--- src/design/qa_params.svh ---
`ifndef QA_PARAMS_SVH
`define QA_PARAMS_SVH

// ====================
// Line and address geometry
// ====================

// One host cache line, written as a whole per memory strobe
`define QA_LINE_W 512
// Line address into host memory
`define QA_ADDR_W 32
// Line offset from the DSM base
`define QA_OFFSET_W 10
// Width of the progress counters in the test writer
`define QA_CNT_W 16

// Number of pattern lines written per test run
`define QA_TEST_LINES 8

// ====================
// Accelerator ID and pattern constants
// ====================

// The four low ID words, the upper twelve words are zero
`define QA_AFU_ID0 32'haced0000
`define QA_AFU_ID1 32'haced0001
`define QA_AFU_ID2 32'haced0002
`define QA_AFU_ID3 32'haced0003

// Upper half of every 32-bit word of a pattern line
`define QA_PATTERN_TAG 16'h5a5a

`endif

--- src/design/qa_csr_pkg.sv ---
package qa_csr_pkg;

    // ====================
    // Host register map
    // ====================

    // Register addresses seen on csr_wr_addr
    typedef enum logic [3:0]
    {
        CSR_DSM_BASE      = 4'h0,
        CSR_ENABLE_TEST   = 4'h1,
        CSR_TRIGGER_DEBUG = 4'h2
    } t_csr_addr;

    // Write data carried with each host strobe
    typedef logic [31:0] t_csr_data;

    // The DSM base is written as a line address and fits one data word,
    // the trigger value is kept whole and reported back in the debug line

endpackage

--- src/design/qa_ctrl_pkg.sv ---
`include "qa_params.svh"

package qa_ctrl_pkg;

    // ====================
    // Writer state types
    // ====================

    // Status writer states
    // INIT presents the accelerator ID, DEBUG presents the debug line
    typedef enum logic [1:0]
    {
        STATUS_INIT,
        STATUS_IDLE,
        STATUS_DEBUG
    } t_status_state;

    // Test writer states
    typedef enum logic
    {
        TEST_IDLE,
        TEST_RUN
    } t_test_state;

    // One full cache line of write data
    typedef logic [`QA_LINE_W-1:0] t_line;

endpackage

--- src/design/qa_csr.sv ---
`timescale 1ns/1ps
`include "qa_params.svh"

module qa_csr
    import qa_csr_pkg::*;
(
    input  logic                  clk,
    input  logic                  resetb,

    // Host write strobe, one cycle, never stalled
    input  logic                  csr_wr_valid,
    input  t_csr_addr             csr_wr_addr,
    input  t_csr_data             csr_wr_data,

    output logic [`QA_ADDR_W-1:0] dsm_base,
    output logic                  dsm_base_valid,
    output logic                  enable_test,
    output logic                  trigger_debug,
    output t_csr_data             debug_req
);

    // ====================
    // Address decode
    // ====================

    logic wr_base;
    logic wr_enable;
    logic wr_trigger;

    assign wr_base    = csr_wr_valid && (csr_wr_addr == CSR_DSM_BASE);
    assign wr_enable  = csr_wr_valid && (csr_wr_addr == CSR_ENABLE_TEST);
    assign wr_trigger = csr_wr_valid && (csr_wr_addr == CSR_TRIGGER_DEBUG);

    // ====================
    // Registers
    // ====================

    // Control flags and command pulses
    // Every pulse lasts exactly one cycle, the cycle after the host write
    always_ff @(posedge clk)
    begin
        if (!resetb)
        begin
            dsm_base_valid <= 1'b0;
            enable_test    <= 1'b0;
            trigger_debug  <= 1'b0;
        end
        else
        begin
            // Sticky once any base has been written
            if (wr_base)
            begin
                dsm_base_valid <= 1'b1;
            end
            enable_test   <= wr_enable;
            trigger_debug <= wr_trigger;
        end
    end

    // Payload registers
    always_ff @(posedge clk)
    begin
        if (wr_base)
        begin
            dsm_base <= csr_wr_data;
        end
        // Trigger value travels alongside its pulse
        if (wr_trigger)
        begin
            debug_req <= csr_wr_data;
        end
    end

endmodule

--- src/design/qa_status_writer.sv ---
`timescale 1ns/1ps
`include "qa_params.svh"

module qa_status_writer
    import qa_csr_pkg::*;
    import qa_ctrl_pkg::*;
(
    input  logic                   clk,
    input  logic                   resetb,

    input  logic                   dsm_base_valid,
    input  logic                   enable_test,
    input  logic                   trigger_debug,
    input  t_csr_data              debug_req,

    // Progress of the test writer, reported in the debug line
    input  logic [`QA_CNT_W-1:0]   lines_done,
    input  logic [`QA_CNT_W-1:0]   lines_left,

    input  logic                   status_grant,
    output logic                   status_req,
    output logic [`QA_OFFSET_W-1:0] status_offset,
    output t_line                  status_data
);

    t_status_state state;
    t_status_state next_state;

    // Trigger value held for the whole debug write
    t_csr_data debug_req_q;

    t_line id_line;
    t_line debug_line;

    // ====================
    // Line contents
    // ====================

    // ID line tells the host the accelerator is alive
    // Only the four low words carry the ID
    assign id_line = {{12{32'h0}}, `QA_AFU_ID3, `QA_AFU_ID2, `QA_AFU_ID1, `QA_AFU_ID0};

    // Debug line has the request in word 15 and test progress in words 1 and 0
    assign debug_line = {debug_req_q,
                         {13{32'h0}},
                         {{(32-`QA_CNT_W){1'b0}}, lines_left},
                         {{(32-`QA_CNT_W){1'b0}}, lines_done}};

    // ====================
    // FSM
    // ====================

    always_ff @(posedge clk)
    begin
        if (!resetb)
        begin
            state <= STATUS_INIT;
        end
        else
        begin
            state <= next_state;
        end
    end

    // Only one status write is outstanding at any time
    always_comb
    begin
        next_state = state;
        // A granted line is done, whatever else arrives with it
        if (status_grant)
        begin
            next_state = STATUS_IDLE;
        end
        // A new test is announced by writing the ID again
        else if (enable_test)
        begin
            next_state = STATUS_INIT;
        end
        else if (trigger_debug)
        begin
            next_state = STATUS_DEBUG;
        end
    end

    // Capture the value that came with the trigger pulse
    always_ff @(posedge clk)
    begin
        if (trigger_debug)
        begin
            debug_req_q <= debug_req;
        end
    end

    // ====================
    // Write request
    // ====================

    // Nothing may be written before the host has told us where DSM lives
    assign status_req = (state != STATUS_IDLE) && dsm_base_valid;

    // The status line is always DSM line 0
    assign status_offset = '0;

    assign status_data = (state == STATUS_DEBUG) ? debug_line : id_line;

endmodule

--- src/design/qa_test_writer.sv ---
`timescale 1ns/1ps
`include "qa_params.svh"

module qa_test_writer
    import qa_ctrl_pkg::*;
(
    input  logic                    clk,
    input  logic                    resetb,

    input  logic                    dsm_base_valid,
    input  logic                    enable_test,

    input  logic                    test_grant,
    output logic                    test_req,
    output logic [`QA_OFFSET_W-1:0] test_offset,
    output t_line                   test_data,

    output logic [`QA_CNT_W-1:0]    lines_done,
    output logic [`QA_CNT_W-1:0]    lines_left
);

    t_test_state state;

    // Number of the line currently offered, counting from 1
    logic [`QA_CNT_W-1:0] line_num;
    logic [31:0]          pattern_word;

    // ====================
    // Run control and counters
    // ====================

    // An enable always restarts the run from line 1
    // Each grant retires one line, the last grant ends the run
    always_ff @(posedge clk)
    begin
        if (!resetb)
        begin
            state      <= TEST_IDLE;
            lines_done <= '0;
            lines_left <= '0;
        end
        else if (enable_test)
        begin
            state      <= TEST_RUN;
            lines_done <= '0;
            lines_left <= `QA_CNT_W'(`QA_TEST_LINES);
        end
        else if (test_grant)
        begin
            lines_done <= lines_done + 1'b1;
            lines_left <= lines_left - 1'b1;
            if (lines_left == `QA_CNT_W'(1))
            begin
                state <= TEST_IDLE;
            end
        end
    end

    // ====================
    // Line generation
    // ====================

    assign line_num = lines_done + 1'b1;

    // Request every cycle of the run, the arbiter decides when we go
    assign test_req = (state == TEST_RUN) && dsm_base_valid;

    // Line k lands at DSM line k, line 0 belongs to the status writer
    assign test_offset = line_num[`QA_OFFSET_W-1:0];

    // Every word tags the line number so the host can spot misplaced lines
    assign pattern_word = {`QA_PATTERN_TAG, line_num};
    assign test_data    = {(`QA_LINE_W/32){pattern_word}};

endmodule

--- src/design/qa_write_arb.sv ---
`timescale 1ns/1ps
`include "qa_params.svh"

module qa_write_arb
    import qa_ctrl_pkg::*;
(
    input  logic                    clk,
    input  logic                    resetb,

    input  logic                    status_req,
    input  logic [`QA_OFFSET_W-1:0] status_offset,
    input  t_line                   status_data,
    input  logic                    test_req,
    input  logic [`QA_OFFSET_W-1:0] test_offset,
    input  t_line                   test_data,
    input  logic [`QA_ADDR_W-1:0]   dsm_base,

    output logic                    status_grant,
    output logic                    test_grant,

    output logic                    mem_wr_valid,
    output logic [`QA_ADDR_W-1:0]   mem_wr_addr,
    output t_line                   mem_wr_data
);

    logic [`QA_OFFSET_W-1:0] win_offset;
    t_line                   win_data;

    // ====================
    // Fixed priority grant
    // ====================

    // Status writer always wins, the test writer takes what is left
    assign status_grant = status_req;
    assign test_grant   = test_req && !status_req;

    assign win_offset = status_grant ? status_offset : test_offset;
    assign win_data   = status_grant ? status_data : test_data;

    // ====================
    // Registered memory port
    // ====================

    always_ff @(posedge clk)
    begin
        if (!resetb)
        begin
            mem_wr_valid <= 1'b0;
        end
        else
        begin
            mem_wr_valid <= status_grant || test_grant;
        end
    end

    // Address and data only matter while mem_wr_valid is high
    always_ff @(posedge clk)
    begin
        mem_wr_addr <= dsm_base + `QA_ADDR_W'(win_offset);
        mem_wr_data <= win_data;
    end

endmodule

--- src/design/qa_driver_top.sv ---
`timescale 1ns/1ps
`include "qa_params.svh"

module qa_driver_top
    import qa_csr_pkg::*;
    import qa_ctrl_pkg::*;
(
    input  logic                  clk,
    input  logic                  resetb,

    input  logic                  csr_wr_valid,
    input  t_csr_addr             csr_wr_addr,
    input  t_csr_data             csr_wr_data,

    output logic                  mem_wr_valid,
    output logic [`QA_ADDR_W-1:0] mem_wr_addr,
    output t_line                 mem_wr_data
);

    // ====================
    // Internal wiring
    // ====================

    // Register block outputs
    logic [`QA_ADDR_W-1:0]   dsm_base;
    logic                    dsm_base_valid;
    logic                    enable_test;
    logic                    trigger_debug;
    t_csr_data               debug_req;

    // Writer requests towards the arbiter
    logic                    status_req;
    logic [`QA_OFFSET_W-1:0] status_offset;
    t_line                   status_data;
    logic                    test_req;
    logic [`QA_OFFSET_W-1:0] test_offset;
    t_line                   test_data;

    // Grants and test progress
    logic                    status_grant;
    logic                    test_grant;
    logic [`QA_CNT_W-1:0]    lines_done;
    logic [`QA_CNT_W-1:0]    lines_left;

    // ====================
    // Blocks
    // ====================

    qa_csr qa_csr_inst
    (
        .clk            (clk),
        .resetb         (resetb),
        .csr_wr_valid   (csr_wr_valid),
        .csr_wr_addr    (csr_wr_addr),
        .csr_wr_data    (csr_wr_data),
        .dsm_base       (dsm_base),
        .dsm_base_valid (dsm_base_valid),
        .enable_test    (enable_test),
        .trigger_debug  (trigger_debug),
        .debug_req      (debug_req)
    );

    // Owns DSM line 0
    qa_status_writer qa_status_writer_inst
    (
        .clk            (clk),
        .resetb         (resetb),
        .dsm_base_valid (dsm_base_valid),
        .enable_test    (enable_test),
        .trigger_debug  (trigger_debug),
        .debug_req      (debug_req),
        .lines_done     (lines_done),
        .lines_left     (lines_left),
        .status_grant   (status_grant),
        .status_req     (status_req),
        .status_offset  (status_offset),
        .status_data    (status_data)
    );

    // Streams the pattern lines to DSM lines 1 and up
    qa_test_writer qa_test_writer_inst
    (
        .clk            (clk),
        .resetb         (resetb),
        .dsm_base_valid (dsm_base_valid),
        .enable_test    (enable_test),
        .test_grant     (test_grant),
        .test_req       (test_req),
        .test_offset    (test_offset),
        .test_data      (test_data),
        .lines_done     (lines_done),
        .lines_left     (lines_left)
    );

    qa_write_arb qa_write_arb_inst
    (
        .clk            (clk),
        .resetb         (resetb),
        .status_req     (status_req),
        .status_offset  (status_offset),
        .status_data    (status_data),
        .test_req       (test_req),
        .test_offset    (test_offset),
        .test_data      (test_data),
        .dsm_base       (dsm_base),
        .status_grant   (status_grant),
        .test_grant     (test_grant),
        .mem_wr_valid   (mem_wr_valid),
        .mem_wr_addr    (mem_wr_addr),
        .mem_wr_data    (mem_wr_data)
    );

endmodule

--- config.mk ---
export PLATFORM = sky130hd
export DESIGN_NAME = qa_driver_top
export DESIGN_NICKNAME = d
export VERILOG_FILES = /design/src/design/qa_csr_pkg.sv /design/src/design/qa_ctrl_pkg.sv /design/src/design/qa_csr.sv /design/src/design/qa_status_writer.sv /design/src/design/qa_test_writer.sv /design/src/design/qa_write_arb.sv /design/src/design/qa_driver_top.sv
export VERILOG_INCLUDE_DIRS = /design/src /design/src/design
export SDC_FILE = /design/constraint.sdc
export NUM_CORES = 1
export LEC_CHECK = 0
export BUFFER_PORTS_ARGS = -buffer_cell sky130_fd_sc_hd__buf_2
export CORE_AREA = 2 2 225 227
export CTS_CLUSTER_DIAMETER = 40
export DETAILED_ROUTE_END_ITERATION = 10
export DIE_AREA = 0 0 227 229
export HOLD_SLACK_MARGIN = 0.12
export MAX_ROUTING_LAYER = met4
export PLACE_DENSITY = 0.59
export SYNTH_ARGS = -nofsm -noshare
export SYNTH_HDL_FRONTEND = slang
export SYNTH_SLANG_ARGS = --single-unit
--- constraint.sdc ---
create_clock -name clk -period 3.3 [get_ports clk]
set_clock_uncertainty 0.15 [all_clocks]
set_input_delay 0.495 -clock clk [delete_from_list [all_inputs] [get_ports clk]]
set_output_delay 0.495 -clock clk [all_outputs]
set_load 0.005 [all_outputs]
==> reports/metrics.sh <==
STATUS='complete, no violations'
ANT_NETS=0
TIMING.CRITICAL_PATH.MAX_DELAY_FAMILY='compound AO/OA/AOI/OAI gates'
CLOCK_LATENCY_PS=520
CLOCK_PATH_BUFFERS=3
GRT_PASS1_WL_UM=43400
CTS_TREE='built'
DRC=0
ANTENNA_FOUND_INITIAL=1
SLOWEST_STAGE_CELL_ON_THE_CRITICAL_PATH='ha_1'
GRT_START_MAX_NET_PINS=109
LAYOUT.FILLER_CELLS=5226
FIRST_PASS_DRT_ITERATIONS=4
ASYNC_RESET_FF_SHARE_PCT=0
NUMPORTBUFFERS=491
CRITICAL_PATH.CELL_CHAIN='ha_1 > nand3_2 > xnor2_1 > nor2_1 > ha_1 > a21o_1 > a21oi_2 > a211oi_2 > buf_4 > o2111ai_1 > xnor2_1'
HOLD_VIOL_FINAL=0
SYNTH_AREA_UM2=12000
POWER.STATIC_LEAKAGE_uW=0.00676
FINAL_HPWL_FROM_DETAILED_PLACEMENT_UM=23500
DESIGN.PORTCOUNT=584
POST_ROUTE_INSTS_NO_FILL=2061
SYNTH-EDFF-COUNT=96
WORST_SETUP_HOLD_PATH_CLK_SLEW_PS=60
SETUP_VIOLATING_ENDPOINT_COUNT_IN_THE_FINAL_REPORT=0
DESIGN.DIE.AREA_UM2=52000
MULTI_INPUT_COMB_AREA_UM2=2950
ROUTE.VIAS.TOTAL=7757
YS_SEQ_ELEMENTS=252
FLOORPLAN.DIE.HEIGHT_UM=229
FF_LATCH_AREA_UM2=6010
ROOT_BUFFER='clkbuf_16'
FIN_TNS_SETUP_PS=0
WORST-SLEW-PIN-TRANSITION_PS=943
MAXCAPVIOLCOUNT=0
DESIGN.CORE.AREA_UM2=49700
VIAS_PER_CELL=3.76
GRT_PASS1_VIAS=6818
SYN_TO_FINAL_GROWTH_PCT=17.7
FINALNETCOUNT=1414
YOSYSWARNINGCOUNT=0
FINALWORSTPATHREQUIREDPERIOD_PS=3050
POST_ROUTE_CELLS_DRIVE_ABOVE_1_SHARE_PCT=44.0
FINAL.SETUP.WORST_SLACK_PS=250
SEQ_AREA_FRAC_SYNTH_PCT=50.0
GRT_USAGE_PCT=11.6
CTS.REPAIR_TIMING.SETUP_BUFFER_COUNT=0
SYNTH_CELLS=1128
GRT_OVERFLOW=0
RSZ0062_AT_GRT='no'
WORST-ENDPOINT-ARRIVAL_PS=3340
DRT_ITER0_DRC=442
SYN-MEAN-INSTANCE-AREA_UM2=10.7
HOLD_PATH.CLASS='in -> reg'
SLEW_HEADROOM_PCT=37.2
TOTALWIRELENGTH_UM=31600
STARTPOINT_TYPE='flip-flop'
CTS_BUFFERS=35
CRITICALPATHCATEGORY='reg -> reg'
WORST_PATH_LARGEST_CELL_DELAY_PS=370
CRITPATHREQUIREDTIME_PS=3590
YS_DOMINANT_REG_CELL='dfxtp_1'
PLACE_WORST_SETUP_SLACK_PS=123
NETLIST-CELL-TYPE-COUNT=59
PLACE.GP.CONGESTION=0.840
PLACEMENT_ROWS=82
CTS.HTREE.LEVELS=2
DIE_WIDTH_UM=227
FLOORPLAN.INITIALDENSITY_PCT=24.2
LAYOUT.CORE_UTILIZATION_PCT=28.5
FMAX_MHz=328
DP.CELLS=1962
NUMBER_OF_CLOCK_SINKS=252
WL_PER_CELL_UM=15.3
SLEW_VIOLATIONS=0
POST-ROUTE-PERIOD-UTIL_PCT=92.4
TYPE_OF_ELEMENT_CAPTURING_THE_CRITICAL_PATH='flip-flop'
POWER_PER_CELL_AREA_nW_PER_UM2=519
HIGHEST_FANOUT_SEEN_ON_THE_CRITICAL_PATH=9
VDD_DROP_MAX_mV=0.336
WORSTPATHBUFFERINVERTERCOUNT=1
## synth_stat cells, types with 14 or more instances
master    instances  area [um2]
a21o_1           31         233
a21oi_1          23         115
and3_1           14        87.6
buf_4           428        3210
clkbuf_1         20        75.1
dfxtp_1         156        3120
edfxtp_1         96        2880
nand2_1          58         218
nand4_1          16         100
nor2_1           60         225
o21ai_0          18        90.1
xnor2_1          31         272
xor2_1           34         298
## stage by stage
stage / area [um2] / hold WS [ps] / power, uW
floorplan: 12400 / 250 / 3540
global placement: 12600 / 251 / 3520
detailed placement: 12600 / 255 / 3520
CTS: 14100 / 147 / 7460
global route: 14100 / 153 / 7610
finish: 14100 / 168 / 7330
## worst register-to-register path, delay by kind of cell (launching register included)
family / cells / cell delay (ps)
AND/OR/NAND/NOR: 2 / 560
XOR/XNOR: 2 / 360
adder cells (fa/ha/maj): 2 / 610
buffers and inverters: 1 / 190
AO/OA/AOI/OAI: 4 / 760
flip-flops: 1 / 340
## sequential cells by signal (all words and copies together) (netlist names)
signal / count
qa_write_arb_inst.mem_wr_addr: 32
qa_csr_inst.trigger_debug: 1
qa_csr_inst.dsm_base: 32
qa_write_arb_inst.mem_wr_valid: 1
qa_csr_inst.debug_req: 32
qa_status_writer_inst.state: 2
qa_test_writer_inst.lines_done: 16
qa_status_writer_inst.debug_req_q: 32
qa_test_writer_inst.lines_left: 16
qa_csr_inst.dsm_base_valid: 1
qa_csr_inst.enable_test: 1
qa_test_writer_inst.state: 1
qa_write_arb_inst.mem_wr_data: 85
## routing by layer
layer | track usage, % | routed length (um) | part of all wire [%]
met2 | 18.3 | 15200 | 48
met1 | 14.2 | 13100 | 42
met3 | 2.28 | 2100 | 6.6
met4 | 5.09 | 1170 | 3.7
met5 | - | 0 | 0
## logic make-up after synthesis
logic type      after synthesis  share of synthesized area (%)
compound gates              105                           5.79
fa+ha+maj                    14                           1.52
mux                           1                         0.0833
xor+xnor                     66                           4.87
other cells                   1                         0.0312
flops                       252                           50.0
buf+inv                     470                           28.4
simple gates                219                           9.29
## repair_timing
item | 4_1_cts | 5_1_grt
hold endpoints to repair | 66 | 0
resized for setup | 0 | 2
hold buffers | 34 | 0
endpoints found under the setup margin | 0 | 9
## final cells by class
| class | count | share of cell area, % |
|---|---|---|
| sequential | 252 | 42.5 |
| timing repair buffer | 561 | 21.7 |
| multi-input combinational | 497 | 20.9 |
| clock buffer | 39 | 6.45 |
| tap | 672 | 5.95 |
| clock inverter | 25 | 2.13 |
| inverter | 14 | 0.372 |
| antenna | 1 | 0.0177 |
## where the power goes
| group | leakage, uW | switching (uW) | total, uW | internal, uW |
|---|---|---|---|---|
| clock network | 0.000592 | 1540 | 3850 | 2310 |
| logic | 0.00403 | 115 | 205 | 90.5 |
| registers | 0.00214 | 20.3 | 3280 | 3260 |
## final timing paths
check                                                      start                                              end  slack (ps)  cells past startpoint
hold / removal                                            resetb   qa_test_writer_inst.lines_left[3]$_SDFFE_PN0P_         170                      2
setup / recovery  qa_test_writer_inst.lines_done[0]$_SDFFE_PP0P_        qa_write_arb_inst.mem_wr_addr[18]$_DFF_P_         250                     11
setup reg to reg  qa_test_writer_inst.lines_done[0]$_SDFFE_PP0P_        qa_write_arb_inst.mem_wr_addr[18]$_DFF_P_         250                     11
hold reg to reg              qa_csr_inst.debug_req[16]$_DFFE_PP_  qa_status_writer_inst.debug_req_q[16]$_DFFE_PP_         260                      0
## layout by cell type, fill, tap and decap left out, types with 5 or more instances in the layout
cell type and instances:
nor3_1 12, inv_8 5, nor2b_1 6, conb_1 92
a21o_1 31, a21oi_1 22, nand2_1 58, buf_2 491
o211ai_1 7, xnor2_1 31, buf_4 36, dlygate4sd3_1 34
clkbuf_16 36, nand2b_1 5, edfxtp_1 96, nand4_1 16
inv_1 13, ha_1 13, dfxtp_1 154, nor4_1 5
nor2_1 60, o21a_1 5, nand3_1 13, and3_1 14
o21ai_0 17, xor2_1 34
No activity file was read; power rests on OpenSTA's default activity.
